<file path="src/hdl/barrel_pkg.sv">
package barrel_pkg;

  // ------------------------------------------------------------------------
  // widths
  // ------------------------------------------------------------------------
  typedef logic [31:0] word_t;
  typedef logic [4:0] reg_addr_t;
  // word address into the instruction rom, pc[11:2]
  typedef logic [9:0] rom_addr_t;
  typedef logic [6:0] opcode_t;
  typedef logic [2:0] funct3_t;

  // ------------------------------------------------------------------------
  // opcodes and funct3 codes
  // ------------------------------------------------------------------------
  localparam opcode_t OPC_OP = 7'b0110011;
  localparam opcode_t OPC_OP_IMM = 7'b0010011;
  localparam opcode_t OPC_LUI = 7'b0110111;
  localparam opcode_t OPC_JAL = 7'b1101111;
  localparam opcode_t OPC_BRANCH = 7'b1100011;

  // alu group
  localparam funct3_t F3_ADD = 3'd0;
  localparam funct3_t F3_SLL = 3'd1;
  localparam funct3_t F3_SLT = 3'd2;
  localparam funct3_t F3_SLTU = 3'd3;
  localparam funct3_t F3_XOR = 3'd4;
  localparam funct3_t F3_SR = 3'd5;
  localparam funct3_t F3_OR = 3'd6;
  localparam funct3_t F3_AND = 3'd7;

  // branch group
  localparam funct3_t F3_BEQ = 3'd0;
  localparam funct3_t F3_BNE = 3'd1;
  localparam funct3_t F3_BLT = 3'd4;
  localparam funct3_t F3_BGE = 3'd5;
  localparam funct3_t F3_BLTU = 3'd6;
  localparam funct3_t F3_BGEU = 3'd7;

  // funct7 bit picking sub and sra
  localparam int ALT_BIT = 30;

  typedef enum logic [3:0] {
    ALU_ADD,
    ALU_SUB,
    ALU_SLL,
    ALU_SLT,
    ALU_SLTU,
    ALU_XOR,
    ALU_SRL,
    ALU_SRA,
    ALU_OR,
    ALU_AND
  } alu_op_e;

  // holds the hart number after reset
  localparam reg_addr_t HART_REG = 5'd10;
  // pipeline depth, one thread per stage
  localparam int MIN_THREADS = 4;

endpackage

</file>
<file path="src/hdl/barrel_ifs.sv">
`timescale 1ns/100ps

// writeback broadcast from the scheduler to all contexts
interface ctx_write_if #(
  parameter int NUM_THREADS = 4
);
  import barrel_pkg::*;

  localparam int TW = $clog2(NUM_THREADS);

  logic rd_we;
  logic [TW-1:0] thread;
  reg_addr_t rd;
  word_t data;
  logic pc_we;
  word_t next_pc;

  modport sched (
    output rd_we, thread, rd, data, pc_we, next_pc
  );

  modport ctx (
    input rd_we, thread, rd, data, pc_we, next_pc
  );

endinterface

// per-context view of pc and operands
interface ctx_read_if;
  import barrel_pkg::*;

  word_t pc;
  word_t rs1_data;
  word_t rs2_data;

  modport ctx (
    output pc, rs1_data, rs2_data
  );

  modport sel (
    input pc, rs1_data, rs2_data
  );

endinterface

</file>
<file path="src/hdl/thread_context.sv">
`timescale 1ns/100ps

module thread_context #(
  parameter int NUM_THREADS = 4,
  parameter int THREAD_ID = 0
) (
  input logic clk,
  input logic reset,
  input barrel_pkg::reg_addr_t i_rs1,
  input barrel_pkg::reg_addr_t i_rs2,
  ctx_write_if.ctx wr,
  ctx_read_if.ctx rd
);

  import barrel_pkg::*;

  localparam int TW = $clog2(NUM_THREADS);

  word_t pc;
  word_t regs [32];
  logic mine;

  // broadcast is for this thread
  assign mine = (wr.thread == TW'(THREAD_ID));

  always_ff @(posedge clk) begin
    if (reset) begin
      pc <= '0;
    end else if (wr.pc_we && mine) begin
      pc <= wr.next_pc;
    end
  end

  // x10 comes up as the hart number
  always_ff @(posedge clk) begin
    if (reset) begin
      for (int i = 0; i < 32; i++) begin
        regs[i] <= (reg_addr_t'(i) == HART_REG) ? word_t'(THREAD_ID) : '0;
      end
    end else if (wr.rd_we && mine) begin
      regs[wr.rd] <= wr.data;
    end
  end

  assign rd.pc = pc;
  assign rd.rs1_data = regs[i_rs1];
  assign rd.rs2_data = regs[i_rs2];

  // relies on the scheduler never enabling a write to x0
  a_x0_zero: assert property (@(posedge clk) disable iff (reset) regs[0] == '0);

endmodule

</file>
<file path="src/flat_wrapper.sv">
// flat-port wrapper written by rule: the top's interface ports become plain ports
module thread_context_flat import barrel_pkg::*;
#(
  parameter int NUM_THREADS = 4,
  parameter int THREAD_ID = 0
)
  (clk, reset, i_rs1, i_rs2, wr_rd_we, wr_thread, wr_rd, wr_data, wr_pc_we, wr_next_pc, rd_pc, rd_rs1_data, rd_rs2_data);
  ctx_write_if #(.NUM_THREADS(NUM_THREADS)) wr_i ();
  ctx_read_if rd_i ();
  input logic clk;
  input logic reset;
  input barrel_pkg::reg_addr_t i_rs1;
  input barrel_pkg::reg_addr_t i_rs2;
  input wire logic [$bits(wr_i.rd_we)-1:0] wr_rd_we;
  input wire logic [$bits(wr_i.thread)-1:0] wr_thread;
  input wire logic [$bits(wr_i.rd)-1:0] wr_rd;
  input wire logic [$bits(wr_i.data)-1:0] wr_data;
  input wire logic [$bits(wr_i.pc_we)-1:0] wr_pc_we;
  input wire logic [$bits(wr_i.next_pc)-1:0] wr_next_pc;
  output wire logic [$bits(rd_i.pc)-1:0] rd_pc;
  output wire logic [$bits(rd_i.rs1_data)-1:0] rd_rs1_data;
  output wire logic [$bits(rd_i.rs2_data)-1:0] rd_rs2_data;
  assign wr_i.rd_we = wr_rd_we;
  assign wr_i.thread = wr_thread;
  assign wr_i.rd = wr_rd;
  assign wr_i.data = wr_data;
  assign wr_i.pc_we = wr_pc_we;
  assign wr_i.next_pc = wr_next_pc;
  assign rd_pc = rd_i.pc;
  assign rd_rs1_data = rd_i.rs1_data;
  assign rd_rs2_data = rd_i.rs2_data;
  thread_context #(.NUM_THREADS(NUM_THREADS), .THREAD_ID(THREAD_ID)) u_core (.clk(clk), .reset(reset), .i_rs1(i_rs1), .i_rs2(i_rs2), .wr(wr_i), .rd(rd_i));
endmodule
</file>
<file path="config.mk">
export PLATFORM = sky130hd
export DESIGN_NAME = thread_context_flat
export DESIGN_NICKNAME = d
export VERILOG_FILES = /design/src/hdl/barrel_pkg.sv /design/src/hdl/barrel_ifs.sv /design/src/hdl/thread_context.sv /design/src/flat_wrapper.sv
export SDC_FILE = /design/constraint.sdc
export NUM_CORES = 2
export LEC_CHECK = 0
export BUFFER_PORTS_ARGS = -buffer_cell sky130_fd_sc_hd__buf_4
export CAP_MARGIN = 20
export CORE_MARGIN = 3
export CORE_UTILIZATION = 25
export CTS_BUF_LIST = sky130_fd_sc_hd__clkbuf_8
export CTS_CLUSTER_SIZE = 12
export DETAILED_ROUTE_END_ITERATION = 10
export PLACE_DENSITY = 0.39
export SETUP_SLACK_MARGIN = 0.15
export SLEW_MARGIN = 20
export SYNTH_ARGS = -nofsm -noshare
export SYNTH_HDL_FRONTEND = slang
export SYNTH_SLANG_ARGS = --single-unit
export TNS_END_PERCENT = 30
</file>
<file path="constraint.sdc">
create_clock -name clk -period 4.2 [get_ports clk]
set_input_delay 0.21 -clock clk [delete_from_list [all_inputs] [get_ports clk]]
set_output_delay 0.21 -clock clk [all_outputs]
set_load 0.05 [all_outputs]
</file>
Word-level counts from Yosys, hierarchy flattened

Memories as Yosys holds them, arrays and structs flattened.
Cells that the tools add are included.

Register bits: 32
Bits in writable memories: 1,024
Input port bits: 85
Output and inout port bits: 96
Logic and storage cells: 14
Memories kept: 1

Memory list:

| memory      | depth | bits a word | read ports | clocked after Yosys merged registers in | write ports | RTL line             | source |
|---|---|---|---|---|---|---|---|
| u_core.regs | 32    | 32          | 2          | 0                                       | 32          | thread_context.sv:20 | `word_t regs [32];` |

Muxes and demuxes: 8
Reduce and logical (&&, ||, !) cells: 4

Operators by type and width:

| operator            | count |
|---|---|
| 32-bit two-way mux  | 1 |
| 32-bit OR reduction | 1 |
| 1-bit two-way mux   | 6 |
| 5-bit two-way mux   | 1 |
| 1-bit logical AND   | 2 |
| 2-bit logical NOT   | 1 |

Depth between registers and ports, before layout

Depth after elaboration: 7
Gate-level depth with buffers: 8
Mapped depth without buffers: 5

Worst setup path after synthesis

No wires, ideal clock.

Kind: input port to output port
Start point: input i_rs1[1]
End point: output rd_rs1_data[25]
Arrival: 1.817 ns
Data required time: 3.990 ns
Setup slack: 2.173 ns
Stages on the path: 8
Buffers on the path: 4
Path through: buf_2 -> buf_2 -> buf_2 -> buf_4 -> mux2i_1 -> a22oi_1 -> a31oi_1 -> nand3_1

Word-level cells in the longest chain between the ends: 1

RTL lines:

| element                 | RTL line           | source |
|---|---|---|
| start: declaration      | flat_wrapper.sv:12 | `input barrel_pkg::reg_addr_t i_rs1;` |
| memory read 32 x 32 bit | -                  |  |
| end: declaration        | flat_wrapper.sv:21 | `output wire logic [$bits(rd_i.rs1_data)-1:0] rd_rs1_data;` |

No other way between the ends.

==> results.json <==
{
  "grt_pass1_vias": 41400,
  "rsz0062_at_grt": "no",
  "cts_tree": "done",
  "whs_path_depth": 5,
  "ys_warn_count": 0,
  "clock_latency_ps": 940,
  "grt_pass1_wl_um": 329000,
  "htree_levels": 4,
  "cap_violations": 0,
  "ant_nets": 0,
  "io_buffers": 180,
  "cts_buffers": 197,
  "drt-total-wl_um": 237000,
  "drv_slew": 0,
  "min_period_ps": 3400,
  "grt_start_max_net_pins": 65,
  "r2r-start": "u_core.rd.pc[2]$_SDFFE_PP0P_",
  "syn_area_um2": 56800,
  "min_to": "u_core.regs[17][29]$_SDFFCE_PN0P_",
  "cts_root_buffer": "clkbuf_8",
  "ir_drop_mv": 0.324,
  "avgSynthCellArea_um2": 11.9,
  "cts_num_sinks": 1056,
  "max_stage_delay_ps": 520,
  "num_rows": 174,
  "netlist_top_cells_area": "edfxtp_1, mux2i_1, and2_1",
  "die_h_um": 483,
  "synth_top_cell_by_area": "edfxtp_1",
  "leakagePower_nw": 26.3,
  "finalHoldViolations": 0,
  "tightest_slew_ps": 1080,
  "route.detailed.drc": 0,
  "ff2ff_path_depth": 3,
  "pwr-share-seq_pct": 48.0,
  "ios": 181,
  "cts_setup_buffers": 0,
  "critPathMaxFanout": 2,
  "yosysSeqAreaShare_pct": 55.2,
  "comb_power_share_pct": 14.6,
  "status": "completed",
  "core_um2": 226000,
  "vias": 40000,
  "crit_slowest_cell": "a31oi_1",
  "setup_viol": 0,
  "hold_buffers": 147,
  "clockBufferDepth": 3,
  "p_clk_share_pct": 37.4,
  "hold_path_class": "in2reg",
  "clock.fmax_mhz": 294,
  "wire_per_inst_um": 28.7,
  "grt_overflow": 0,
  "setup.worst_path.start_class": "flip-flop",
  "clkTransAtPathRegs_ps": 60,
  "drive_gt1_share_pct": 14.0,
  "switching_share_pct": 29.7,
  "synthCells": 4781,
  "dieArea_um2": 233000,
  "required_ps": 3990,
  "post-dp-hpwl_um": 147000,
  "r2r_slack_ps": 2930,
  "cp_cell_sequence": "mux2i_1 > a22o_1 > nor3_1 > a31oi_1 > nand3_1 > buf_4",
  "drt_iter0_drc": 2814,
  "dp_slack_ps": 1050,
  "fin_crit_sh_pct": 81.1,
  "p_per_area_nw_per_um2": 380,
  "fin_nets": 5160,
  "gp_congestion": 0.804,
  "internal_power_mw": 18.1,
  "slew_headroom_pct": 27.7,
  "cp-end-kind": "output port",
  "viasPerCell": 4.85,
  "path_class": "reg2out",
  "cts_resized": 0,
  "synth_fp_nets": 4866,
  "ys_ff_latch": 1056,
  "die_x_um": 483,
  "antenna_found_initial": 29,
  "p_sw_mw": 7.63,
  "rr_endpoint": "u_core.rd.pc[2]$_SDFFE_PP0P_",
  "grt_util_all_layers_pct": 19.9,
  "fin_skew_ps": 0,
  "worstPathArrival_ps": 3190,
  "fin_ws_ps": 795,
  "area_growth_pct": 19.2,
  "dr.pass1.iters": 6,
  "synth_cell_type_count": 26,
  "tns_ps": 0,
  "min-delay-start": "wr_rd[2]",
  "start_util_pct": 25.2,
  "yosysTopAreaCellShare_pct": 54.1
}
-- power groups by stage --
stage / sequential (mW) / clock [mW] / combinational, mW
after floorplan: 12.5 / 0 / 2.02
final: 12.4 / 9.63 / 3.75
after global routing: 12.4 / 10.4 / 3.95
after detailed placement: 12.6 / 0 / 3.69
after global placement: 12.6 / 0 / 3.71
after CTS: 12.4 / 9.95 / 3.79
-- Yosys cell counts --
cell type and n:
and2_1 1027, edfxtp_1 1024, mux2i_1 1024, clkbuf_1 309
nand2_1 261, a21oi_1 224, nand3_1 194, a22oi_1 192
a22o_1 128, buf_2 109, a31oi_1 64, nor3_1 64
or2_2 34, dfxtp_1 32, nor2_1 28, buf_1 24
buf_4 15, nor2_2 8, nand2b_1 5, nand3b_1 4
nor2b_1 4, clkbuf_2 2, or3b_2 2, and2b_1 1
nor4b_2 1, or3_1 1
-- flip-flops by register name, summed over array words and instances (netlist names) --
name / cells
u_core.rd.pc: 32
u_core.regs: 1024
-- worst max-delay path by stage --
stage                                           startpoint         endpoint  slack [ps]  cells past startpoint
after detailed placement                          i_rs2[1]  rd_rs2_data[12]        1050                      8
after global placement                            i_rs2[1]  rd_rs2_data[12]        1020                      8
after CTS                 u_core.regs[0][12]$_SDFFCE_PN0P_  rd_rs2_data[12]         670                      6
final                     u_core.regs[0][12]$_SDFFCE_PN0P_  rd_rs2_data[12]         800                      6
after floorplan                                   i_rs1[1]  rd_rs1_data[25]        2170                      8
after global routing      u_core.regs[6][14]$_SDFFCE_PN0P_  rd_rs1_data[14]         660                      6
-- per-layer routing --
metal / global-route usage (%) / vias to the layer above / share of wire [%]
met5: 0 / - / 0.0055
met3: 2.57 / 322 / 4.2
li1: - / 18100 / -
met4: 5.48 / 2 / 2.5
met2: 33.7 / 1039 / 48
met1: 26.7 / 20500 / 45
-- cells in the final DEF (no fill, tap or decap), drive strengths merged, types with 80 or more instances in the layout --
cell,instances
nand2,261
clkbuf,201
mux2i,1024
buf,407
nand3,194
and2,1027
dlygate4sd3,147
a22o,128
clkinv,80
edfxtp,1024
a22oi,192
a21oi,224
-- worst max-delay path: cells and delay by family (launching register included) --
family,cells,cell delay (ps)
buffers and inverters,1,330
multiplexers,1,260
AND/OR/NAND/NOR,2,530
AO/OA/AOI/OAI,2,710
flip-flops,1,400
-- cell families after synthesis --
group                  count (synthesis)  share of synthesized area [%]
muxes                               1024                           18.0
and+or+nand+nor                     1634                           16.2
buffers and inverters                459                           3.37
DFF                                 1056                           55.2
AOI/OAI and AO/OA                    608                           7.19
-- per-stage QoR --
step,util (%),instances,power [mW],hold slack [ps],area [um^2]
floorplan,-,4781,14.5,346,56800
global placement,27.8,7720,16.3,445,62600
detailed placement,27.8,7721,16.3,449,62600
CTS,30.0,8225,26.1,66.3,67700
global route,30.0,8228,26.8,204,67700
finish,30.0,8237,25.7,197,67800
-- area by class of cell --
type	instances	area [um^2]
sequential	1056	31400
clock buffer	201	2770
antenna	12	30.0
tap	2992	3740
multi-input combinational	3266	23800
timing repair buffer	554	5160
clock inverter	156	845
fill	23000	158000
(Power assumes the default switching activity.)
