$ cat src/hdl/barrel_pkg.sv
package barrel_pkg;

  // ------------------------------------------------------------------------
  // widths
  // ------------------------------------------------------------------------
  typedef logic [31:0] word_t;
  typedef logic [4:0] reg_addr_t;
  // word address into the instruction rom, pc[11:2]
  typedef logic [9:0] rom_addr_t;
  typedef logic [6:0] opcode_t;
  typedef logic [2:0] funct3_t;

  // ------------------------------------------------------------------------
  // opcodes and funct3 codes
  // ------------------------------------------------------------------------
  localparam opcode_t OPC_OP = 7'b0110011;
  localparam opcode_t OPC_OP_IMM = 7'b0010011;
  localparam opcode_t OPC_LUI = 7'b0110111;
  localparam opcode_t OPC_JAL = 7'b1101111;
  localparam opcode_t OPC_BRANCH = 7'b1100011;

  // alu group
  localparam funct3_t F3_ADD = 3'd0;
  localparam funct3_t F3_SLL = 3'd1;
  localparam funct3_t F3_SLT = 3'd2;
  localparam funct3_t F3_SLTU = 3'd3;
  localparam funct3_t F3_XOR = 3'd4;
  localparam funct3_t F3_SR = 3'd5;
  localparam funct3_t F3_OR = 3'd6;
  localparam funct3_t F3_AND = 3'd7;

  // branch group
  localparam funct3_t F3_BEQ = 3'd0;
  localparam funct3_t F3_BNE = 3'd1;
  localparam funct3_t F3_BLT = 3'd4;
  localparam funct3_t F3_BGE = 3'd5;
  localparam funct3_t F3_BLTU = 3'd6;
  localparam funct3_t F3_BGEU = 3'd7;

  // funct7 bit picking sub and sra
  localparam int ALT_BIT = 30;

  typedef enum logic [3:0] {
    ALU_ADD,
    ALU_SUB,
    ALU_SLL,
    ALU_SLT,
    ALU_SLTU,
    ALU_XOR,
    ALU_SRL,
    ALU_SRA,
    ALU_OR,
    ALU_AND
  } alu_op_e;

  // holds the hart number after reset
  localparam reg_addr_t HART_REG = 5'd10;
  // pipeline depth, one thread per stage
  localparam int MIN_THREADS = 4;

endpackage

$ cat src/hdl/barrel_ifs.sv
`timescale 1ns/100ps

// writeback broadcast from the scheduler to all contexts
interface ctx_write_if #(
  parameter int NUM_THREADS = 4
);
  import barrel_pkg::*;

  localparam int TW = $clog2(NUM_THREADS);

  logic rd_we;
  logic [TW-1:0] thread;
  reg_addr_t rd;
  word_t data;
  logic pc_we;
  word_t next_pc;

  modport sched (
    output rd_we, thread, rd, data, pc_we, next_pc
  );

  modport ctx (
    input rd_we, thread, rd, data, pc_we, next_pc
  );

endinterface


$ cat src/hdl/thread_scheduler.sv
`timescale 1ns/100ps

module thread_scheduler #(
  parameter int NUM_THREADS = 4
) (
  input logic clk,
  input logic reset,
  input logic i_wb_valid,
  input barrel_pkg::reg_addr_t i_wb_rd,
  input logic i_wb_rd_we,
  input barrel_pkg::word_t i_wb_data,
  input barrel_pkg::word_t i_wb_next_pc,
  output logic [$clog2(NUM_THREADS)-1:0] o_fetch_thread,
  output logic [$clog2(NUM_THREADS)-1:0] o_decode_thread,
  output logic o_fetch_valid,
  output logic [$clog2(NUM_THREADS)-1:0] o_wb_thread,
  ctx_write_if.sched wr
);

  localparam int TW = $clog2(NUM_THREADS);
  typedef logic [TW-1:0] thread_t;

  logic start;
  logic start_reg;
  thread_t fetch_tag;
  thread_t decode_tag;
  thread_t ex_tag;
  thread_t wb_tag;

  // ------------------------------------------------------------------------
  // start delay and round robin
  // ------------------------------------------------------------------------
  always_ff @(posedge clk) begin
    if (reset) begin
      start <= 1'b0;
      start_reg <= 1'b0;
      fetch_tag <= '0;
      decode_tag <= '0;
      ex_tag <= '0;
      wb_tag <= '0;
    end else begin
      start <= 1'b1;
      start_reg <= start;
      if (start_reg) begin
        fetch_tag <= (fetch_tag == thread_t'(NUM_THREADS - 1)) ? '0 : fetch_tag + 1'b1;
      end
      decode_tag <= fetch_tag;
      ex_tag <= decode_tag;
      wb_tag <= ex_tag;
    end
  end

  assign o_fetch_valid = start_reg;
  assign o_fetch_thread = fetch_tag;
  assign o_decode_thread = decode_tag;
  assign o_wb_thread = wb_tag;

  // ------------------------------------------------------------------------
  // writeback broadcast
  // ------------------------------------------------------------------------
  // no register write for rd == 0
  assign wr.rd_we = i_wb_valid & i_wb_rd_we & (i_wb_rd != '0);
  assign wr.thread = wb_tag;
  assign wr.rd = i_wb_rd;
  assign wr.data = i_wb_data;
  assign wr.pc_we = i_wb_valid;
  assign wr.next_pc = i_wb_next_pc;

  a_fetch_step: assert property (@(posedge clk) disable iff (reset)
    start_reg |=> fetch_tag == (($past(fetch_tag) == thread_t'(NUM_THREADS - 1)) ?
                                thread_t'(0) : thread_t'($past(fetch_tag) + 1'b1)));

endmodule

$ cat src/flat_wrapper.sv
// flat-port wrapper written by rule: the top's interface ports become plain ports
module thread_scheduler_flat 
#(
  parameter int NUM_THREADS = 4
)
  (clk, reset, i_wb_valid, i_wb_rd, i_wb_rd_we, i_wb_data, i_wb_next_pc, o_fetch_thread, o_decode_thread, o_fetch_valid, o_wb_thread, wr_rd_we, wr_thread, wr_rd, wr_data, wr_pc_we, wr_next_pc);
  ctx_write_if #(.NUM_THREADS(NUM_THREADS)) wr_i ();
  input logic clk;
  input logic reset;
  input logic i_wb_valid;
  input barrel_pkg::reg_addr_t i_wb_rd;
  input logic i_wb_rd_we;
  input barrel_pkg::word_t i_wb_data;
  input barrel_pkg::word_t i_wb_next_pc;
  output logic [$clog2(NUM_THREADS)-1:0] o_fetch_thread;
  output logic [$clog2(NUM_THREADS)-1:0] o_decode_thread;
  output logic o_fetch_valid;
  output logic [$clog2(NUM_THREADS)-1:0] o_wb_thread;
  output wire logic [$bits(wr_i.rd_we)-1:0] wr_rd_we;
  output wire logic [$bits(wr_i.thread)-1:0] wr_thread;
  output wire logic [$bits(wr_i.rd)-1:0] wr_rd;
  output wire logic [$bits(wr_i.data)-1:0] wr_data;
  output wire logic [$bits(wr_i.pc_we)-1:0] wr_pc_we;
  output wire logic [$bits(wr_i.next_pc)-1:0] wr_next_pc;
  assign wr_rd_we = wr_i.rd_we;
  assign wr_thread = wr_i.thread;
  assign wr_rd = wr_i.rd;
  assign wr_data = wr_i.data;
  assign wr_pc_we = wr_i.pc_we;
  assign wr_next_pc = wr_i.next_pc;
  thread_scheduler #(.NUM_THREADS(NUM_THREADS)) u_core (.clk(clk), .reset(reset), .i_wb_valid(i_wb_valid), .i_wb_rd(i_wb_rd), .i_wb_rd_we(i_wb_rd_we), .i_wb_data(i_wb_data), .i_wb_next_pc(i_wb_next_pc), .o_fetch_thread(o_fetch_thread), .o_decode_thread(o_decode_thread), .o_fetch_valid(o_fetch_valid), .o_wb_thread(o_wb_thread), .wr(wr_i));
endmodule
$ cat config.mk
export PLATFORM = sky130hd
export DESIGN_NAME = thread_scheduler_flat
export DESIGN_NICKNAME = d
export VERILOG_FILES = /design/src/hdl/barrel_pkg.sv /design/src/hdl/barrel_ifs.sv /design/src/hdl/thread_scheduler.sv /design/src/flat_wrapper.sv
export SDC_FILE = /design/constraint.sdc
export NUM_CORES = 1
export LEC_CHECK = 0
export CORE_AREA = 10 10 51 53
export CTS_CLUSTER_SIZE = 28
export DETAILED_ROUTE_END_ITERATION = 8
export DIE_AREA = 0 0 61 63
export DONT_BUFFER_PORTS = 1
export GPL_TIMING_DRIVEN = 1
export HOLD_SLACK_MARGIN = 0.02
export PLACE_DENSITY_LB_ADDON = 0.05
export SKIP_LAST_GASP = 1
export SYNTH_ARGS = -nofsm -noshare
export SYNTH_HDL_FRONTEND = slang
export SYNTH_SLANG_ARGS = --single-unit
$ cat constraint.sdc
create_clock -name clk -period 2.3 [get_ports clk]
set_input_delay 0.46 -clock clk [delete_from_list [all_inputs] [get_ports clk]]
set_output_delay 0.46 -clock clk [all_outputs]
set_load 0.05 [all_outputs]
======== Yosys cells after proc, flatten, opt, wreduce, memory -nomap -nowiden ========
Index checks and enable logic that the tools add are counted.
cells by class
  equality and inequality tests ........... 1
  bitwise gates (word level) .............. 2
  add/subtract/negate cells ............... 1
  reduce and logical (&&, ||, !) cells .... 1
  mux-type cells .......................... 2
operators with widths
  operator                                     count
  nonzero test 5 bit                           1
  adder 2 x 1 -> 2 bit, second input constant  1
  bitwise AND 1 bit                            2
  equality test 2 bit, second input constant   1
  2-to-1 mux 2 bit                             1
  2-to-1 mux 1 bit                             1
word-level totals
  output and inout port bits .............. 80
  word-level logic and storage cells ...... 13
  input bits .............................. 73
  flip-flop bits (word level) ............. 10

======== Depth between registers and ports, before layout ========
Gate-level depths: netlist (run 1).
  depth after elaboration ................. 2
  mapped depth ............................ 3
  mapped depth without buffers ............ 3

======== Least setup slack after synthesis (run 1) ========
OpenSTA, ideal clock, no wires.
  path kind ............................... input-to-output
  from .................................... in i_wb_rd[1]
  to ...................................... out wr_rd_we
  buffers on the path ..................... 0
  setup slack ............................. 0.548 ns
  required time ........................... 1.840 ns
  data arrival time ....................... 1.292 ns
  cell stages on the path ................. 2
  cell sequence ........................... or3_1 -> o311a_1
between the ends
  word-level cells in the longest chain between the ends .. 2
ends and longest elaborated chain
  element             RTL line                source
  start: declaration  flat_wrapper.sv:11      input barrel_pkg::reg_addr_t i_wb_rd;
  nonzero test 5 bit  thread_scheduler.sv:62  assign wr.rd_we = i_wb_valid & i_wb_rd_we & (i_wb_rd != '0);
  bitwise AND 1 bit   thread_scheduler.sv:62
  end: declaration    flat_wrapper.sv:19      output wire logic [$bits(wr_i.rd_we)-1:0] wr_rd_we;
Every way passes these cells.

======== Worst setup path in the final report (run 1) ========
Same ends and word-level chain as after synthesis.

==> impl_metrics.csv, run 1 <==
group,metric,value,unit
timing,report.final.slew_viol_count,0,
pwr,power,0.000365,W
placed_design,gp_congestion,0.537,
synthesis,yosysTopAreaCellShare,0.633,
grt,grt_pass1_vias,322,
grt,grt_max_degree,11,
setup_path,crit_arrival,1310,ps
finish,final_area,383,um^2
pwr,intPower,0.000281,W
route,wl_met3,464,um
grt,grt_util_all_layers,0.0566,
clocking,cts-hold-fix-buffers,0,
route,wl_per_cell,25.5,um
timing,max_freq,0.566,GHz
floorplanning,die_h,63,um
finish,fin_nets,107,
finish,antenna-diode-count,0,
pwr,combPwrFrac,0.041,
floorplanning,row_count,15,
pwr,switching_share,0.230,
floorplanning,core_area,0.00165,mm^2
timing,rsz0062_at_grt,"false",
floorplanning,initial_core_util,0.517,
synthesis,synth_compound_area_frac,0.0176,
grt,grt_pass1_wl,1.66,mm
route,drt-vias-per-instance,5.92,
setup_path,crit_path_max_fanout,2,
setup_path,crit_type,"input port to output port",
clocking,cts-buffers-inserted,3,
route,wl_met2,482,um
clocking,tritoncts,"yes",
timing,finalSetupViolations,0,
synthesis,synthTopCellsByArea,"buf_4, dfxtp_1, nor2b_1",
route,drc,0,
route,wirelength,1.25,mm
placed_design,dp.final_hpwl,1.04,mm
timing,finalCriticalPeriod,1770,ps
route,ant_nets,0,
placed_design,placedCellCount,45,
synthesis,synth-seq-cells,10,
synthesis,yosysWarnings,0,
setup_path,critPathTopFamily,"compound AO/OA/AOI/OAI gates",
route,drt-met1-wl,243,um
pwr,pwr-share-clk,0.420,
finish,areaGrowthSynthToFinish,-55.2,%
synthesis,synth.distinct_cells,13,
synthesis,synth_area_per_cell,8.63,um^2
synthesis,netlist_instances,99,
synthesis,synth-simple-area-share,0.0805,
synthesis,netlist_area,855,um^2
floorplanning,die_w,61,um
setup_path,start_kind,"input port",
synthesis,synth_seq_area_share,0.234,
setup_path,end_kind,"output port",
pwr,power.leakage,0.160,nW
pwr,pwr-share-seq,0.538,
finish,drive_above_1_share,0.188,
pwr,switchingPower,0.0000839,W
route,via_count,290,
route,dr.pass1.iters,2,
timing,whs,256,ps
clocking,cts_resized,0,
placed_design,io_buffer_count,0,
clocking,clock-sinks,10,
floorplanning,io_pins,153,
timing,finClkSkew,3.97,ps
clocking,root_buffer,"clkbuf_4",
pwr,irDropWorstVdd,289,uV
finish,final_cells,49,
route,initialDrtViolationCount,4,
finish,multiInputGateArea,106,um^2
timing,period_share,0.769,
synthesis,muxShareOfSynthArea,0.0117,
synthesis,synth_adder_area_share,0.0146,
pwr,power_density,953,mW/mm^2
setup_path,cp.required,1840,ps
synthesis,syn-num-nets,173,
grt,overflow,0,
setup_path,max_stage_delay,490,ps
job,maxCapViolCount,0,
clocking,cts_buffer_depth,2,
grt,antenna_found_initial,0,
synthesis,synth_top_family_by_area,"buffers and inverters",
clocking,cts-htree-levels,1,
synthesis,synth_area_leader_cell,"buf_4",
clocking,cts_setup_buffers,0,
finish,seq_area,200,um^2
clocking,path_clk_slew,70,ps
setup_path,worstPathBufferInverterCount,0,
synthesis,synth-xor-area-share,0,
finish,fillers,192,
setup_path,crit_slowest_cell,"o311a_1",
timing,worst_slew_pin_slew,595,ps
floorplanning,dieArea,0.00384,mm^2
placed_design,dpl_cell_area,347,um^2
min_path,hold_path.class,"input port to flip-flop",
timing,max_slew_margin,0.603,
clocking,clk_latency,260,ps
timing,final-hold-violation-count,0,
setup_path,path_cells,"or3_1 -> o311a_1",
route,top_layer,"met4",
outcome,outcome,"complete, no violations",
timing,fin_setup_tns,0,ps
[layout by cell type, fill, tap and decap left out]
master and count:
a21oi_1 1, dfxtp_1 10, ha_1 1, or3b_1 1
clkbuf_8 1, inv_1 1, or3_1 1, buf_4 2
nand2b_1 1, o311a_1 1, mux2i_1 1, nor2b_1 7
clkbuf_4 3, nor2_1 1
[final timing paths]
kind / startpoint / end / slack [ps] / cells after the start
min reg2reg: u_core.ex_tag[1] / u_core.o_wb_thread[1] / 430 / 1
min: reset / u_core.start / 260 / 1
max reg2reg: u_core.o_fetch_thread[0] / u_core.o_fetch_thread[0] / 960 / 3
max: i_wb_rd[1] / wr_rd_we / 530 / 2
[per-layer routing]
layer  vias to the layer above  global-route usage
li1                         97                   -
met1                       113              0.0285
met2                        66              0.0663
met3                        14              0.0996
met4                         0              0.0549
met5                         -                   0
[area by class of cell]
type                            count  share of cell area
Timing Repair Buffer                2              0.0392
Sequential cell                    10               0.523
Clock buffer                        4              0.0948
Inverter                            1             0.00980
Multi-Input combinational cell     15               0.278
Tap cell                           17              0.0556
[logic make-up (layout without fill, tap and decap cells)]
kind of cell | after synthesis | in the layout
buf+inv | 74 | 7
simple gates | 11 | 11
flops | 10 | 10
compound gates | 2 | 2
fa+ha+maj | 1 | 1
mux | 1 | 1
[power by group through the flow]
| stage | Combinational [W] | Clock, W | Sequential [W] |
|---|---|---|---|
| after global routing | 0.0000170 | 0.000174 | 0.000198 |
| after global placement | 0.0000151 | 0 | 0.000201 |
| after floorplan | 0.000343 | 0 | 0.000200 |
| after detailed placement | 0.0000153 | 0 | 0.000201 |
| after CTS | 0.0000154 | 0.000161 | 0.000197 |
| final | 0.0000151 | 0.000153 | 0.000196 |
[per-stage QoR]
| stage | util | setup slack [ps] |
|---|---|---|
| floorplan | - | 548 |
| global placement | 0.210 | 524 |
| detailed placement | 0.210 | 527 |
| CTS | 0.232 | 522 |
| global route | 0.232 | 509 |
| finish | 0.232 | 532 |
[cells in the mapped netlist]
master    number
a21oi_1        1
or3b_1         1
buf_4         72
ha_1           1
dfxtp_1       10
or3_1          1
mux2i_1        1
nor2_1         1
nand2b_1       1
nor2b_1        7
clkbuf_1       1
o311a_1        1
inv_1          1
No activity file was read; power rests on OpenSTA's default activity.
==> inputs of run 2 (changes only) <==
--- a/config.mk
+++ b/config.mk
@@ -5,10 +5,10 @@
 export SDC_FILE = /design/constraint.sdc
 export NUM_CORES = 1
 export LEC_CHECK = 0
-export CORE_AREA = 10 10 51 53
+export CORE_AREA = 10 10 50 52
 export CTS_CLUSTER_SIZE = 28
 export DETAILED_ROUTE_END_ITERATION = 8
-export DIE_AREA = 0 0 61 63
+export DIE_AREA = 0 0 60 62
 export DONT_BUFFER_PORTS = 1
 export GPL_TIMING_DRIVEN = 1
 export HOLD_SLACK_MARGIN = 0.02
==> constraint.sdc (replaced) <==
create_clock -name clk -period 1.8 [get_ports clk]
set_input_delay 0.36 -clock clk [delete_from_list [all_inputs] [get_ports clk]]
set_output_delay 0.36 -clock clk [all_outputs]
set_load 0.05 [all_outputs]
==> run 2 against run 1 <==
Combinational power increased to 2.6 times the previous value. Critical path type unchanged. Sequential power up 20%. Clock skew down 2.0 ps. Die area fell by 3.2%. Critical endpoint unchanged. Core utilization increased by 1.1 points. Register-to-register slack got worse by 250 ps. Clock power is 5% lower. Power grew 15%.
==> impl_metrics.csv, run 2 (synthesis results as in run 1) <==
group,metric,value,unit
timing,whs,160,ps
finish,seq_area,200,um^2
clocking,cts-htree-levels,1,
clocking,cts-hold-fix-buffers,0,
setup_path,start_kind,"input port",
setup_path,crit_type,"input port to output port",
floorplanning,io_pins,153,
route,wl_met3,522,um
outcome,outcome,"complete, no violations",
finish,multiInputGateArea,106,um^2
finish,fin_nets,110,
route,via_count,310,
timing,finClkSkew,1.96,ps
finish,areaGrowthSynthToFinish,-54.2,%
route,initialDrtViolationCount,5,
timing,max_freq,0.636,GHz
route,ant_nets,0,
timing,worst_slew_pin_slew,500,ps
grt,overflow,0,
floorplanning,die_h,62,um
route,drt-vias-per-instance,6.08,
floorplanning,row_count,15,
grt,antenna_found_initial,0,
clocking,tritoncts,"yes",
setup_path,cp.required,1440,ps
clocking,cts_resized,0,
route,drt-met1-wl,246,um
clocking,root_buffer,"clkbuf_4",
finish,drive_above_1_share,0.235,
setup_path,worstPathBufferInverterCount,0,
grt,grt_pass1_vias,362,
pwr,power_density,1070,mW/mm^2
route,dr.pass1.iters,2,
placed_design,io_buffer_count,0,
finish,final_common_cell,"dfxtp_1",
timing,rsz0062_at_grt,"false",
finish,antenna-diode-count,0,
timing,finalSetupViolations,0,
setup_path,critPathTopFamily,"compound AO/OA/AOI/OAI gates",
timing,report.final.slew_viol_count,0,
finish,fillers,181,
pwr,power.leakage,0.169,nW
route,wirelength,1.43,mm
floorplanning,core_area,0.00161,mm^2
route,wl_met2,589,um
setup_path,end_kind,"output port",
clocking,clk_latency,250,ps
timing,max_slew_margin,0.666,
pwr,irDropWorstVdd,331,uV
setup_path,max_stage_delay,490,ps
clocking,path_clk_slew,60,ps
timing,final-hold-violation-count,0,
route,drc,0,
timing,fin_setup_tns,0,ps
setup_path,crit_slowest_cell,"o311a_1",
clocking,cts_buffer_depth,2,
floorplanning,initial_core_util,0.529,
placed_design,dp.final_hpwl,1.19,mm
min_path,hold_path.class,"input port to flip-flop",
floorplanning,dieArea,0.00372,mm^2
clocking,cts-buffers-inserted,3,
pwr,power,0.000421,W
setup_path,crit_path_max_fanout,2,
clocking,cts_setup_buffers,0,
placed_design,gp_congestion,0.542,
clocking,clock-sinks,10,
timing,period_share,0.874,
finish,final_cell_mix,"dfxtp_1, nor2b_1, buf_4, clkbuf_4",
floorplanning,die_w,60,um
grt,grt_pass1_wl,1.97,mm
grt,grt_max_degree,11,
route,wl_per_cell,28.0,um
setup_path,path_cells,"or3_1 -> o311a_1",
route,top_layer,"met4",
job,maxCapViolCount,0,
timing,finalCriticalPeriod,1570,ps
setup_path,crit_arrival,1210,ps
grt,grt_util_all_layers,0.0721,
-- run 2: path summary, 6_finish.rpt --
check                           startpoint                        to  slack, ps  depth (start not counted)
setup / recovery                i_wb_rd[1]                  wr_rd_we        230                          2
hold / removal                       reset              u_core.start        160                          1
setup reg to reg  u_core.o_fetch_thread[0]  u_core.o_fetch_thread[0]        710                          3
hold reg to reg           u_core.ex_tag[0]     u_core.o_wb_thread[0]        440                          1
-- run 2: metal layers --
metal / GRT usage / up-vias
met4: 0.0865 / 0
li1: - / 102
met3: 0.124 / 16
met2: 0.0824 / 73
met5: 0.0469 / -
met1: 0.0312 / 119
-- run 2: cell type report --
type,count,share of cell area
Timing Repair Buffer,5,0.0958
Inverter,1,0.00958
Sequential cell,10,0.511
Tap cell,17,0.0543
Multi-Input combinational cell,15,0.272
Clock buffer,3,0.0575
-- run 2: where the power goes --
group          internal, W  switching [W]
registers         0.000229     0.00000786
logic            0.0000122      0.0000273
clock network    0.0000768      0.0000678
-- run 2: stage by stage --
step	setup slack [ps]	cell area (um^2)	std cells	utilization
after floorplan	248	855	99	-
after global placement	221	369	48	0.229
after detailed placement	222	369	48	0.229
after CTS	218	392	51	0.243
after global routing	195	392	51	0.243
final	227	392	51	0.243
