===== src/hdl/barrel_pkg.sv =====
package barrel_pkg;

  // ------------------------------------------------------------------------
  // widths
  // ------------------------------------------------------------------------
  typedef logic [31:0] word_t;
  typedef logic [4:0] reg_addr_t;
  // word address into the instruction rom, pc[11:2]
  typedef logic [9:0] rom_addr_t;
  typedef logic [6:0] opcode_t;
  typedef logic [2:0] funct3_t;

  // ------------------------------------------------------------------------
  // opcodes and funct3 codes
  // ------------------------------------------------------------------------
  localparam opcode_t OPC_OP = 7'b0110011;
  localparam opcode_t OPC_OP_IMM = 7'b0010011;
  localparam opcode_t OPC_LUI = 7'b0110111;
  localparam opcode_t OPC_JAL = 7'b1101111;
  localparam opcode_t OPC_BRANCH = 7'b1100011;

  // alu group
  localparam funct3_t F3_ADD = 3'd0;
  localparam funct3_t F3_SLL = 3'd1;
  localparam funct3_t F3_SLT = 3'd2;
  localparam funct3_t F3_SLTU = 3'd3;
  localparam funct3_t F3_XOR = 3'd4;
  localparam funct3_t F3_SR = 3'd5;
  localparam funct3_t F3_OR = 3'd6;
  localparam funct3_t F3_AND = 3'd7;

  // branch group
  localparam funct3_t F3_BEQ = 3'd0;
  localparam funct3_t F3_BNE = 3'd1;
  localparam funct3_t F3_BLT = 3'd4;
  localparam funct3_t F3_BGE = 3'd5;
  localparam funct3_t F3_BLTU = 3'd6;
  localparam funct3_t F3_BGEU = 3'd7;

  // funct7 bit picking sub and sra
  localparam int ALT_BIT = 30;

  typedef enum logic [3:0] {
    ALU_ADD,
    ALU_SUB,
    ALU_SLL,
    ALU_SLT,
    ALU_SLTU,
    ALU_XOR,
    ALU_SRL,
    ALU_SRA,
    ALU_OR,
    ALU_AND
  } alu_op_e;

  // holds the hart number after reset
  localparam reg_addr_t HART_REG = 5'd10;
  // pipeline depth, one thread per stage
  localparam int MIN_THREADS = 4;

endpackage


===== src/hdl/execute_unit.sv =====
`timescale 1ns/100ps

module execute_unit (
  input logic clk,
  input logic reset,
  input logic i_ex_valid,
  input barrel_pkg::alu_op_e i_ex_alu_op,
  input barrel_pkg::word_t i_ex_op1,
  input barrel_pkg::word_t i_ex_op2,
  input barrel_pkg::word_t i_ex_pc,
  input barrel_pkg::word_t i_ex_imm,
  input barrel_pkg::reg_addr_t i_ex_rd,
  input logic i_ex_rd_we,
  input logic i_ex_is_branch,
  input logic i_ex_is_jump,
  input barrel_pkg::funct3_t i_ex_funct3,
  output logic o_wb_valid,
  output barrel_pkg::reg_addr_t o_wb_rd,
  output logic o_wb_rd_we,
  output barrel_pkg::word_t o_wb_data,
  output barrel_pkg::word_t o_wb_next_pc
);

  import barrel_pkg::*;

  logic lt_s;
  logic lt_u;
  logic eq;
  logic [4:0] shamt;
  word_t alu_res;
  logic take;
  word_t pc_plus4;
  word_t target;

  // comparisons shared by slt and the branches
  assign lt_s = $signed(i_ex_op1) < $signed(i_ex_op2);
  assign lt_u = i_ex_op1 < i_ex_op2;
  assign eq = (i_ex_op1 == i_ex_op2);
  assign shamt = i_ex_op2[4:0];

  // ------------------------------------------------------------------------
  // alu
  // ------------------------------------------------------------------------
  always_comb begin
    case (i_ex_alu_op)
      ALU_ADD: alu_res = i_ex_op1 + i_ex_op2;
      ALU_SUB: alu_res = i_ex_op1 - i_ex_op2;
      ALU_SLL: alu_res = i_ex_op1 << shamt;
      ALU_SLT: alu_res = word_t'(lt_s);
      ALU_SLTU: alu_res = word_t'(lt_u);
      ALU_XOR: alu_res = i_ex_op1 ^ i_ex_op2;
      ALU_SRL: alu_res = i_ex_op1 >> shamt;
      ALU_SRA: alu_res = word_t'($signed(i_ex_op1) >>> shamt);
      ALU_OR: alu_res = i_ex_op1 | i_ex_op2;
      ALU_AND: alu_res = i_ex_op1 & i_ex_op2;
      default: alu_res = '0;
    endcase
  end

  // ------------------------------------------------------------------------
  // branch and next pc
  // ------------------------------------------------------------------------
  always_comb begin
    case (i_ex_funct3)
      F3_BEQ: take = eq;
      F3_BNE: take = !eq;
      F3_BLT: take = lt_s;
      F3_BGE: take = !lt_s;
      F3_BLTU: take = lt_u;
      F3_BGEU: take = !lt_u;
      default: take = 1'b0;
    endcase
  end

  assign pc_plus4 = i_ex_pc + 32'd4;
  assign target = i_ex_pc + i_ex_imm;

  // execute/writeback register
  always_ff @(posedge clk) begin
    if (reset) begin
      o_wb_valid <= 1'b0;
    end else begin
      o_wb_valid <= i_ex_valid;
    end
    o_wb_rd <= i_ex_rd;
    o_wb_rd_we <= i_ex_rd_we;
    // jal links pc+4
    o_wb_data <= i_ex_is_jump ? pc_plus4 : alu_res;
    o_wb_next_pc <= (i_ex_is_jump || (i_ex_is_branch && take)) ? target : pc_plus4;
  end

  // immediates from decode must keep the pc on a word
  a_pc_aligned: assert property (@(posedge clk) disable iff (reset)
    o_wb_valid |-> o_wb_next_pc[1:0] == 2'b00);

endmodule


===== config.mk =====
export PLATFORM = sky130hd
export DESIGN_NAME = execute_unit
export DESIGN_NICKNAME = d
export VERILOG_FILES = /design/src/hdl/barrel_pkg.sv /design/src/hdl/execute_unit.sv
export SDC_FILE = /design/constraint.sdc
export NUM_CORES = 1
export LEC_CHECK = 0
export BUFFER_PORTS_ARGS = -buffer_cell sky130_fd_sc_hd__buf_2
export CAP_MARGIN = 20
export CORE_MARGIN = 2
export CORE_UTILIZATION = 45
export DETAILED_ROUTE_END_ITERATION = 6
export PLACE_DENSITY = 0.66
export SYNTH_ARGS = -nofsm -noshare
export SYNTH_HDL_FRONTEND = slang
export SYNTH_SLANG_ARGS = --single-unit

===== constraint.sdc =====
create_clock -name clk -period 4.8 [get_ports clk]
set_clock_uncertainty 0.05 [all_clocks]
set_input_delay 0.24 -clock clk [delete_from_list [all_inputs] [get_ports clk]]
set_output_delay 0.24 -clock clk [all_outputs]
set_load 0.05 [all_outputs]

# == Word-level counts from Yosys, hierarchy flattened ==
# Cells that the tools add are included.
# totals
ff_bits,71
inputBits,146
output_inout_bits,71
wordCells,43
# classes
n_addsub,4
magnitude_cmp,2
n_eq_ne,15
shift,3
muxes,4
bitwise,3
reduce_logical,7
# op_table
op,n
case mux 32 bit (10 select lines),1
adder 32 bit,2
< comparator 32 bit,2
two-way mux 32 bit,2
"adder 32 x 3 -> 32 bit, second input constant",1
bitwise AND 32 bit,1
== test 32 bit,1
bitwise OR 32 bit,1
left shift 32 x 5 -> 32 bit,1
right shift 32 x 5 -> 32 bit,1
>>> shifter 32 x 5 -> 32 bit,1
subtractor 32 bit,1
bitwise XOR 32 bit,1
"== test 4 x 3 -> 1 bit, second input constant",4
"== test 3 bit, second input constant",4
"== test 4 x 2 -> 1 bit, second input constant",2
"== test 4 bit, second input constant",2
case mux 1 bit (6 select lines),1
"== test 4 x 1 -> 1 bit, second input constant",1
zero test 4 bit,1
"== test 3 x 1 -> 1 bit, second input constant",1
zero test 1 bit,3
zero test 3 bit,1
logical AND 1 bit,1
logical OR 1 bit,1

# == Logic depth before layout (Yosys ltp) ==
# Gate-level depths: netlist of run 1.
# depth
ltp_word,6
mapped_depth,17

# == Worst setup path before layout of run 1 ==
# No wires, ideal clock.
# synth_timing
path_kind,input port to flip-flop
start,in i_ex_op2[2]
end,reg o_wb_data[31]
setup_time_ps,134
arrival_time_ps,3844
setup_slack_ps,772
stages,13
cell_sequence,inv_1 -> buf_2 -> buf_1 -> clkbuf_1 -> ha_1 -> or4_4 -> and4_4 -> o311a_4 -> o31ai_4 -> nand4_2 -> a21oi_2 -> nor4_1 -> or4_1
# synth_via
elab_chain_cells,3
# synth_lines
element,line,source
start: declaration,execute_unit.sv:9,"input barrel_pkg::word_t i_ex_op2,"
"subtractor 32 bit, or another cell as far along",execute_unit.sv:47,ALU_SUB: alu_res = i_ex_op1 - i_ex_op2;
case mux 32 bit (10 select lines) (*),execute_unit.sv:45,case (i_ex_alu_op)
two-way mux 32 bit (*),execute_unit.sv:88,o_wb_data <= i_ex_is_jump ? pc_plus4 : alu_res;
end signal: assignment,execute_unit.sv:88,
end: declaration,execute_unit.sv:20,"output barrel_pkg::word_t o_wb_data,"
# Every way passes the cells marked *; elsewhere a longest branch is shown, timed or not.
# A chain may end at the register's enable or synchronous reset.

# == Worst setup path after layout of run 1 ==
# layout_timing
start,in i_ex_op2[0]
end,reg o_wb_data[31]
# Same word-level chain as after synthesis.

==> results of run 1 <==
==> sequential cells by signal (all words and copies together) (netlist names) <==
register	flops
o_wb_rd	5
o_wb_next_pc	32
o_wb_rd_we	1
o_wb_valid	1
o_wb_data	32
==> critical path, delay by kind of cell <==
family                 cells  cell delay [ns]
AO/OA/AOI/OAI              5             0.99
buffers and inverters      2             1.00
multiplexers               2             0.88
AND/OR/NAND/NOR            2             0.57
==> synth_stat cells, types with 38 or more instances <==
master / count
a21oi_1: 153
o21ai_0: 102
nand3_1: 39
inv_1: 105
nor2_1: 188
clkbuf_1: 73
mux4_2: 59
nor3_1: 38
nand2_1: 103
dfxtp_1: 71
ha_1: 133
mux2i_1: 55
==> metal layers <==
metal / track usage / part of all wire / vias to the layer above
met5: 0 / 0 / -
met4: 0.126 / 0.043 / 0
met3: 0.0614 / 0.10 / 137
met2: 0.550 / 0.44 / 962
met1: 0.465 / 0.41 / 6948
li1: - / - / 6674
==> power by group through the flow <==
stage	clock (mW)	combinational (mW)	sequential (mW)
2_1_floorplan	0	1.00	1.00
3_3_place_gp	0	1.81	0.717
3_5_place_dp	0	1.81	0.716
4_1_cts	0.685	1.83	0.704
5_1_grt	0.706	1.99	0.710
6_report	0.675	1.87	0.705
==> cell families (layout without fill, tap and decap cells) <==
group | count (synthesis) | count (layout) | share of synthesized area
buffers and inverters | 222 | 369 | 0.0752
multiplexers | 125 | 125 | 0.154
flip-flops | 71 | 71 | 0.110
adder cells (fa/ha/maj) | 136 | 136 | 0.133
AO/OA/AOI/OAI | 564 | 564 | 0.288
XOR/XNOR | 66 | 66 | 0.0445
AND/OR/NAND/NOR | 525 | 525 | 0.195
==> per-stage QoR <==
stage	total power, mW	instance area, µm²
after detailed placement	2.53	14200
after global placement	2.53	14200
after global routing	3.40	14600
final	3.25	14600
after CTS	3.22	14500
after floorplan	2.00	13000
==> area by class of cell <==
cell class | instances | area (µm²) | area share
sequential | 71 | 1420 | 0.0976
timing repair buffer | 246 | 1360 | 0.0933
tap | 384 | 480 | 0.0330
inverter | 108 | 405 | 0.0278
multi-input combinational | 1416 | 10600 | 0.729
clock buffer | 10 | 229 | 0.0157
clock inverter | 5 | 58.8 | 0.00404
==> worst paths after layout <==
check  slack, ns               endpoint         from
max         1.25  o_wb_data[31]$_DFF_P_  i_ex_op2[0]
min         0.08  o_wb_valid$_SDFF_PP0_   i_ex_valid
==> results by group, run 1 <==
Yosys
  • Top cells by area, synth: ha_1 13%, dfxtp_1 11%, mux4_2 10%
  • Syn Nets: 1991
  • Synth cell types: 101
  • Yosys top cell by area: ha_1
  • Post-synth ARST share: 0
  • Yosys Warn Count: 0
  • Synthesized cell area: 0.0130 mm²
  • Post-synth EDFFs: 0
  • Synthesis-stage register bit count: 71
  • Yosys top cell area share: 0.128
  • Mapped Avg Cell Area: 7.59 µm²
  • Cell count after synthesis: around 1700
  • Post-synthesis sequential area ratio: 0.110
  • Most common flop cell mapped by yosys: dfxtp_1

Detailed routing
  • Routed WL: about 54 mm
  • Wire per inst: 24.2 µm
  • Post-route DRC: 0
  • Initial DRC Count: 1733
  • TritonRoute pass-1 iters: 6
  • Vias: ~15000
  • Post-route ant nets: 0
  • Routed vias/inst: 6.57

Status
  • Status: finished, final reports clean

Place
  • Post-DP HPWL: around 42 mm
  • IO buf count: 216
  • Worst slack at placement: ~0.88 ns
  • Routability cong.: 1.04
  • Cells after DPL: 2217

Power
  • Part of the power in registers: 0.217
  • Leak: 6.38 nW
  • Combinational group share of total power: 0.575
  • Clock share of power: 0.208
  • Switching share of total power: 0.478
  • Int Pwr: 1.70 mW
  • P_sw: 1.55 mW
  • Power Density: approximately 220 mW/mm²
  • Max rail drop VDD: 187 µV

Timing
  • Peak Freq: about 280 MHz
  • Final setup TNS: 0 ns
  • Setup-failing EPs final: 0
  • Final period utilization: 0.741
  • Least-Margin Pin Slew: 0.982 ns
  • Slew margin rel.: 0.329
  • Hold slack: 0.0830 ns
  • Final hold viol count: 0
  • RSZ-0062 raised after global routing: false
  • Max Slew Vio Count: 0
  • Final worst slack: 1.25 ns
  • Shortest period the worst path allows: 3.55 ns

Global route
  • Remaining Overflow, GRT: 0
  • GRT Total Usage: 0.345
  • First-pass GRT wire length: around 80 mm
  • Vias in the first global route: 13600
  • Initial antenna violation count: 0
  • Largest net degree at the start of global routing: 54

Worst setup path
  • CP max FO: 53
  • Endpoint class of the critical path: flop
  • CP arrival: 3.73 ns
  • Worst EP required: 4.97 ns
  • Worst path slowest cell: buf_4
  • Crit path cell chain: buf_4, buf_4, mux2_1, nand2_1, o21ai_0, mux4_2, a211o_1, o21ai_0, o2111ai_1, a22o_1, or4_1
  • CP Class: in2reg
  • Setup crit start kind: input pin
  • Slowest cell delay on critical path: approximately 0.73 ns

Clock network
  • CTS tree: built
  • Setup bufs post-CTS: 0
  • Hold Buf Count CTS: 7
  • Clock buffer depth: 2
  • CTS clk-pin slew, worst paths: approximately 0.06 ns
  • H-tree levels: 3
  • Clock tree sinks: 71
  • CTS resizes: 0
  • Num CTS Buffers: 9
  • Clock Root Buffer: clkbuf_16

Floorplan
  • Die W: ~170 µm
  • Core ar.: 0.0285 mm²
  • Ports: roughly 220
  • Die extent in y: 174 µm
  • Die area: roughly 0.030 mm²
  • Std cell rows: 62
  • Starting Density: 0.455

Hold path
  • Hold/Removal Path Class: in2reg
  • Hold Crit Depth: 2

Cells and area
  • Antenna diode count: 0
  • FILL cells: 2915
  • Commonest non-fill, non-tap cell in the layout: buf_2
  • Area Growth Syn to Fin: 12.3%
  • Post-layout util: 0.510
  • Most frequent cells in the layout: 215 x buf_2, 188 x nor2_1, 153 x a21oi_1
  • Layout cell share with drive strength beyond 1: 0.193
  • Nets@finish: roughly 2100
  • Fin cells: 2240

Flow run
  • Max_cap viols: 0
No activity file was read; power rests on OpenSTA's default activity.
==> inputs of run 2 (changes only) <==
- PLACE_DENSITY: 0.66 -> 0.69
- clock period: 4.8 -> 3.15 ns (I/O delays scaled with it)
==> results by group, run 2 (same netlist as run 1, synthesis figures left out) <==
Clock network
  • Clock Root Buffer: clkbuf_16
  • CTS tree: built
  • H-tree levels: 3 (unchanged)
  • CTS clk-pin slew, worst paths: 0.06 ns (about the same)
  • Num CTS Buffers: 9 (unchanged)
  • Clock buffer depth: 2 (unchanged)
  • Clock tree sinks: 71 (unchanged)

Floorplan
  • Core ar.: 0.0285 mm² (unchanged)
  • Die extent in y: 174 µm (unchanged)
  • Ports: 217 (unchanged)
  • Std cell rows: 62 (unchanged)
  • Starting Density: 0.455 (unchanged)
  • Die W: 174 µm (unchanged)
  • Die area: 0.0302 mm² (unchanged)

Detailed routing
  • Highest metal used: met5
  • M1 wire length: 24.8 mm (+12%)
  • Initial DRC Count: 1676 (-3.3%)
  • Wire per inst: 23.8 µm (-1.7%)
  • Met2 WL: 26.7 mm (+11%)
  • Post-route DRC: 0 (unchanged)
  • Detailed route wirelength on metal3: 5.56 mm (-0.64%)
  • Post-route ant nets: 0 (unchanged)
  • TritonRoute pass-1 iters: 5 (-1)
  • Routed WL: 59.3 mm (+9.5%)
  • Routed vias/inst: 6.34 (-3.6%)
  • Vias: 15800 (+7.4%)

Power
  • Switching share of total power: 0.472 (-0.00564)
  • Combinational group share of total power: 0.615 (+0.040)
  • Int Pwr: 2.81 mW (+66%)
  • Clock share of power: 0.184 (-0.024)
  • Power Density: 322 mW/mm² (+44%)
  • Max rail drop VDD: 244 µV (+30%)
  • Part of the power in registers: 0.201 (-0.016)
  • Leak: 7.61 nW (+19%)
  • Total Power: 5.33 mW (+64%)
  • P_sw: 2.52 mW (+62%)

Global route
  • Remaining Overflow, GRT: 0 (unchanged)
  • First-pass GRT wire length: 89.2 mm (+9.7%)
  • Largest net degree at the start of global routing: 56 (+3.7%)
  • Vias in the first global route: 15000 (+11%)
  • Initial antenna violation count: 1 (+1)
  • GRT Total Usage: 0.380 (+0.0353)

Hold path
  • Hold/Removal Path Class: in2reg
  • Hold Crit Start: i_ex_pc[1]
  • Hold Crit Depth: 3 (+1)
  • Worst hold endpoint: o_wb_next_pc[1]$_DFF_P_

Worst setup path
  • CP arrival: 3.20 ns (-0.53 ns)
  • Setup crit start kind: input pin
  • Worst EP required: 3.33 ns (-1.64 ns)
  • CP Class: in2reg
  • Endpoint class of the critical path: flop
  • CP max FO: 3 (-94%)

Cells and area
  • Antenna diode count: 0 (unchanged)
  • Area Growth Syn to Fin: 27.7%
  • Top flop regs: o_wb_data x32, o_wb_next_pc x32, o_wb_rd x5
  • Layout cell share with drive strength beyond 1: 0.294 (+0.101)
  • Most frequent cells in the layout: 273 x buf_4, 215 x buf_2, 188 x nor2_1
  • Fin cells: 2495 (+11%)
  • Commonest non-fill, non-tap cell in the layout: buf_4
  • Nets@finish: 2388 (+12%)
  • Finished Cell Area: 0.0166 mm² (+14%)

Status
  • Status: finished, final reports clean

Place
  • Post-DP HPWL: 48.7 mm (+15%)
  • Routability cong.: 1.04 (-0.24%)
  • IO buf count: 216 (unchanged)
  • Post-DP Area: 0.0162 mm² (+14%)
  • Cells after DPL: 2470 (+11%)

Timing
  • Least-Margin Pin Slew: 0.887 ns (-0.0952 ns)
  • Max Slew Vio Count: 0 (unchanged)
  • Final hold viol count: 0 (unchanged)
  • Final setup TNS: 0 ns (unchanged)
  • RSZ-0062 raised after global routing: false
  • Setup-failing EPs final: 0 (unchanged)
  • Final period utilization: 0.959
  • Shortest period the worst path allows: approximately 3.0 ns
  • Peak Freq: 331 MHz
  • Slew margin rel.: 0.394 (+0.0651)

Flow run
  • Max_cap viols: 0 (unchanged)
-- run 2: power groups by stage --
| stage | clock, mW | sequential, mW | combinational [mW] |
|---|---|---|---|
| after floorplan | 0 | 1.52 | 1.55 |
| after global placement | 0 | 1.09 | 3.16 |
| after detailed placement | 0 | 1.09 | 3.18 |
| after CTS | 0.988 | 1.07 | 3.20 |
| after global routing | 1.03 | 1.08 | 3.48 |
| final | 0.979 | 1.07 | 3.28 |
-- run 2: timing repair --
item,4_1_cts,5_1_grt
resized for setup,1,5
endpoints found under the setup margin,15,19
endpoints found under the hold margin,7,0
buffers inserted,0,1
pin swaps,0,1
hold buffers,8,0
-- run 2: area by class of cell --
type	instances	area [µm²]
Clock buffer	9	225
Clock inverter	7	57.6
Fill cell	2795	12000
Inverter	108	408
Multi-Input combinational cell	1416	10700
Sequential cell	71	1420
Tap cell	384	480
Timing Repair Buffer	500	3290
-- run 2: worst max-delay path by stage --
| stage | cells after the start | startpoint | slack [ns] | to |
|---|---|---|---|---|
| floorplan | 13 | i_ex_op2[3] | -0.03 | o_wb_data[31]$_DFF_P_ |
| global placement | 10 | i_ex_op2[1] | -0.30 | o_wb_data[7]$_DFF_P_ |
| detailed placement | 14 | i_ex_op1[0] | -0.42 | o_wb_next_pc[7]$_DFF_P_ |
| CTS | 10 | i_ex_op2[1] | 0.06 | o_wb_data[7]$_DFF_P_ |
| global route | 13 | i_ex_op1[22] | 0.004 | o_wb_next_pc[10]$_DFF_P_ |
| finish | 13 | i_ex_op1[0] | 0.13 | o_wb_data[22]$_DFF_P_ |
-- run 2: worst max-delay path: stages --
cell	delay [ns]
buf_2	0.11
ha_1	0.22
fa_1	0.42
a211oi_1	0.46
o211ai_1	0.21
a31oi_1	0.31
o21a_1	0.27
a21oi_1	0.18
xor2_1	0.18
a211oi_1	0.33
buf_4	0.16
o21ai_1	0.05
o2bb2ai_1	0.13
-- run 2: routing by layer --
layer / vias up / track usage
met2: 972 / 0.616
met3: 131 / 0.0550
met1: 7532 / 0.512
met4: 2 / 0.141
met5: - / 0
li1: 7172 / -
-- run 2: stage by stage --
stage / setup WS (ns) / hold slack, ns / util
3_3_place_gp: -0.302 / 0.211 / 0.566
6_report: 0.129 / 0.0127 / 0.580
2_1_floorplan: -0.0301 / 0.135 / -
4_1_cts: 0.0613 / 0.00432 / 0.579
5_1_grt: 0.00372 / 0.0314 / 0.580
3_5_place_dp: -0.419 / 0.215 / 0.566
==> inputs of run 3 (changes only) <==
- HOLD_SLACK_MARGIN: unset -> 0.02
==> results by group, run 3 (same netlist as run 1, synthesis figures left out) <==
Detailed routing
  • Met2 WL: 26.8 mm (+0.67%)
  • TritonRoute pass-1 iters: 6 (+1)
  • Highest metal used: met5
  • Initial DRC Count: 1743 (+4.0%)
  • Post-route DRC: 0 (unchanged)
  • Wire per inst: 23.8 µm (about the same)
  • Routed WL: 59.3 mm (about the same)
  • Detailed route wirelength on metal3: 5.76 mm (+3.6%)
  • Post-route ant nets: 0 (unchanged)
  • M1 wire length: 24.5 mm (-1.2%)
  • Routed vias/inst: 6.34 (about the same)
  • Vias: 15800 (+0.095%)

Worst setup path
  • CP Class: in2reg
  • Endpoint class of the critical path: flop
  • Setup crit start kind: input pin
  • CP max FO: 22 (+19)
  • CP arrival: 3.24 ns (+0.04 ns)
  • Worst EP required: 3.37 ns (+0.04 ns)

Global route
  • Vias in the first global route: 15000 (+0.073%)
  • GRT Total Usage: 0.380 (about the same)
  • First-pass GRT wire length: 89.2 mm (about the same)
  • Initial antenna violation count: 1 (unchanged)
  • Largest net degree at the start of global routing: 56 (unchanged)
  • Remaining Overflow, GRT: 0 (unchanged)

Place
  • IO buf count: 216 (unchanged)
  • Routability cong.: 1.04 (unchanged)
  • Post-DP HPWL: 48.7 mm (unchanged)
  • Cells after DPL: 2470 (unchanged)
  • Post-DP Area: 0.0162 mm² (unchanged)
  • Worst slack at placement: -0.419 ns (unchanged)

Timing
  • Hold slack: 0.0374 ns (+0.0247 ns)
  • RSZ-0062 raised after global routing: false
  • Final worst slack: 0.132 ns (+0.00345 ns)
  • Final period utilization: 0.958 (-0.00110)
  • Slew margin rel.: 0.393 (-0.000594)
  • Peak Freq: 331 MHz (+0.11%)
  • Shortest period the worst path allows: 3.02 ns (-0.00345 ns)
  • Final hold viol count: 0 (unchanged)
  • Max Slew Vio Count: 0 (unchanged)
  • Setup-failing EPs final: 0 (unchanged)
  • Least-Margin Pin Slew: 0.888 ns (+0.000869 ns)

Floorplan
  • Die W: 174 µm (unchanged)
  • Std cell rows: 62 (unchanged)
  • Starting Density: 0.455 (unchanged)
  • Ports: 217 (unchanged)
  • Die extent in y: 174 µm (unchanged)
  • Core ar.: 0.0285 mm² (unchanged)
  • Die area: 0.0302 mm² (unchanged)

Cells and area
  • Finished Cell Area: 0.0166 mm² (+0.13%)
  • Layout cell share with drive strength beyond 1: 0.295 (+0.000808)
  • Nets@finish: 2389 (+0.042%)
  • Most frequent cells in the layout: 273 x buf_4, 215 x buf_2, 188 x nor2_1
  • Fin cells: 2496 (+0.040%)
  • Top flop regs: o_wb_data x32, o_wb_next_pc x32, o_wb_rd x5
  • Area Growth Syn to Fin: 27.8%
  • Commonest non-fill, non-tap cell in the layout: buf_4
  • Antenna diode count: 0 (unchanged)

Clock network
  • Num CTS Buffers: 9 (unchanged)
  • Clock buffer depth: 2 (unchanged)
  • Clock Root Buffer: clkbuf_16
  • H-tree levels: 3 (unchanged)
  • CTS clk-pin slew, worst paths: 0.06 ns (about the same)
  • CTS tree: built
  • Clock tree sinks: 71 (unchanged)

Power
  • Power Density: 322 mW/mm² (about the same)
  • Leak: 7.62 nW (+0.11%)
  • Max rail drop VDD: 244 µV (+0.26%)
  • Total Power: 5.34 mW (+0.17%)

Status
  • Status: finished, final reports clean

Flow run
  • Max_cap viols: 0 (unchanged)

Hold path
  • Hold/Removal Path Class: in2reg
==> run 3: worst max-delay path: stages <==
cell      delay (ns)
buf_2           0.10
inv_1           0.13
ha_1            0.27
or3_2           0.50
or4_1           0.50
or2_1           0.27
nor2_1          0.16
xnor2_1         0.13
o21ai_1         0.13
a211oi_4        0.27
buf_12          0.21
buf_4           0.19
mux2i_1         0.20
==> run 3: layer usage <==
metal / vias to the layer above / global-route usage
met5: - / 0
met2: 962 / 0.617
met4: 2 / 0.141
met3: 125 / 0.0550
met1: 7556 / 0.512
li1: 7179 / -
==> run 3: path summary, 6_finish.rpt <==
check | startpoint | to | slack [ns] | depth (start not counted)
max | i_ex_op1[22] | o_wb_next_pc[7]$_DFF_P_ | 0.13 | 13
min | i_ex_pc[2] | o_wb_next_pc[2]$_DFF_P_ | 0.04 | 2
==> run 3: what timing repair did <==
| action | in CTS | in global routing |
|---|---|---|
| setup endpoints to repair | 15 | 20 |
| setup buffers | 0 | 1 |
| hold buffers | 9 | 0 |
| endpoints found under the hold margin | 8 | 0 |
| gates resized for setup | 1 | 7 |
| gates cloned | 0 | 0 |
| pin swaps | 0 | 1 |
==> run 3: area by class of cell <==
| cell class | instances | area (µm²) |
|---|---|---|
| flip-flops and latches | 71 | 1420 |
| fillers | 2792 | 12000 |
| inverters | 108 | 408 |
| repair buffers | 501 | 3300 |
| clock inverters | 7 | 57.6 |
| well taps | 384 | 480 |
| clock buffers | 9 | 225 |
| multi-input cells | 1416 | 10700 |
==> run 3: per-stage QoR <==
stage                     TNS, ns  utilization
after global routing            0        0.581
after CTS                       0        0.580
final                           0        0.581
after floorplan           -0.0301            -
after global placement      -7.41        0.566
after detailed placement   -12.82        0.566
==> run 3: power breakdown <==
part	internal (mW)	switching (mW)	leakage [nW]
clock network	0.541	0.440	0.129
registers	1.03	0.0482	0.598
logic	1.25	2.04	6.89
total	2.82	2.52	7.62
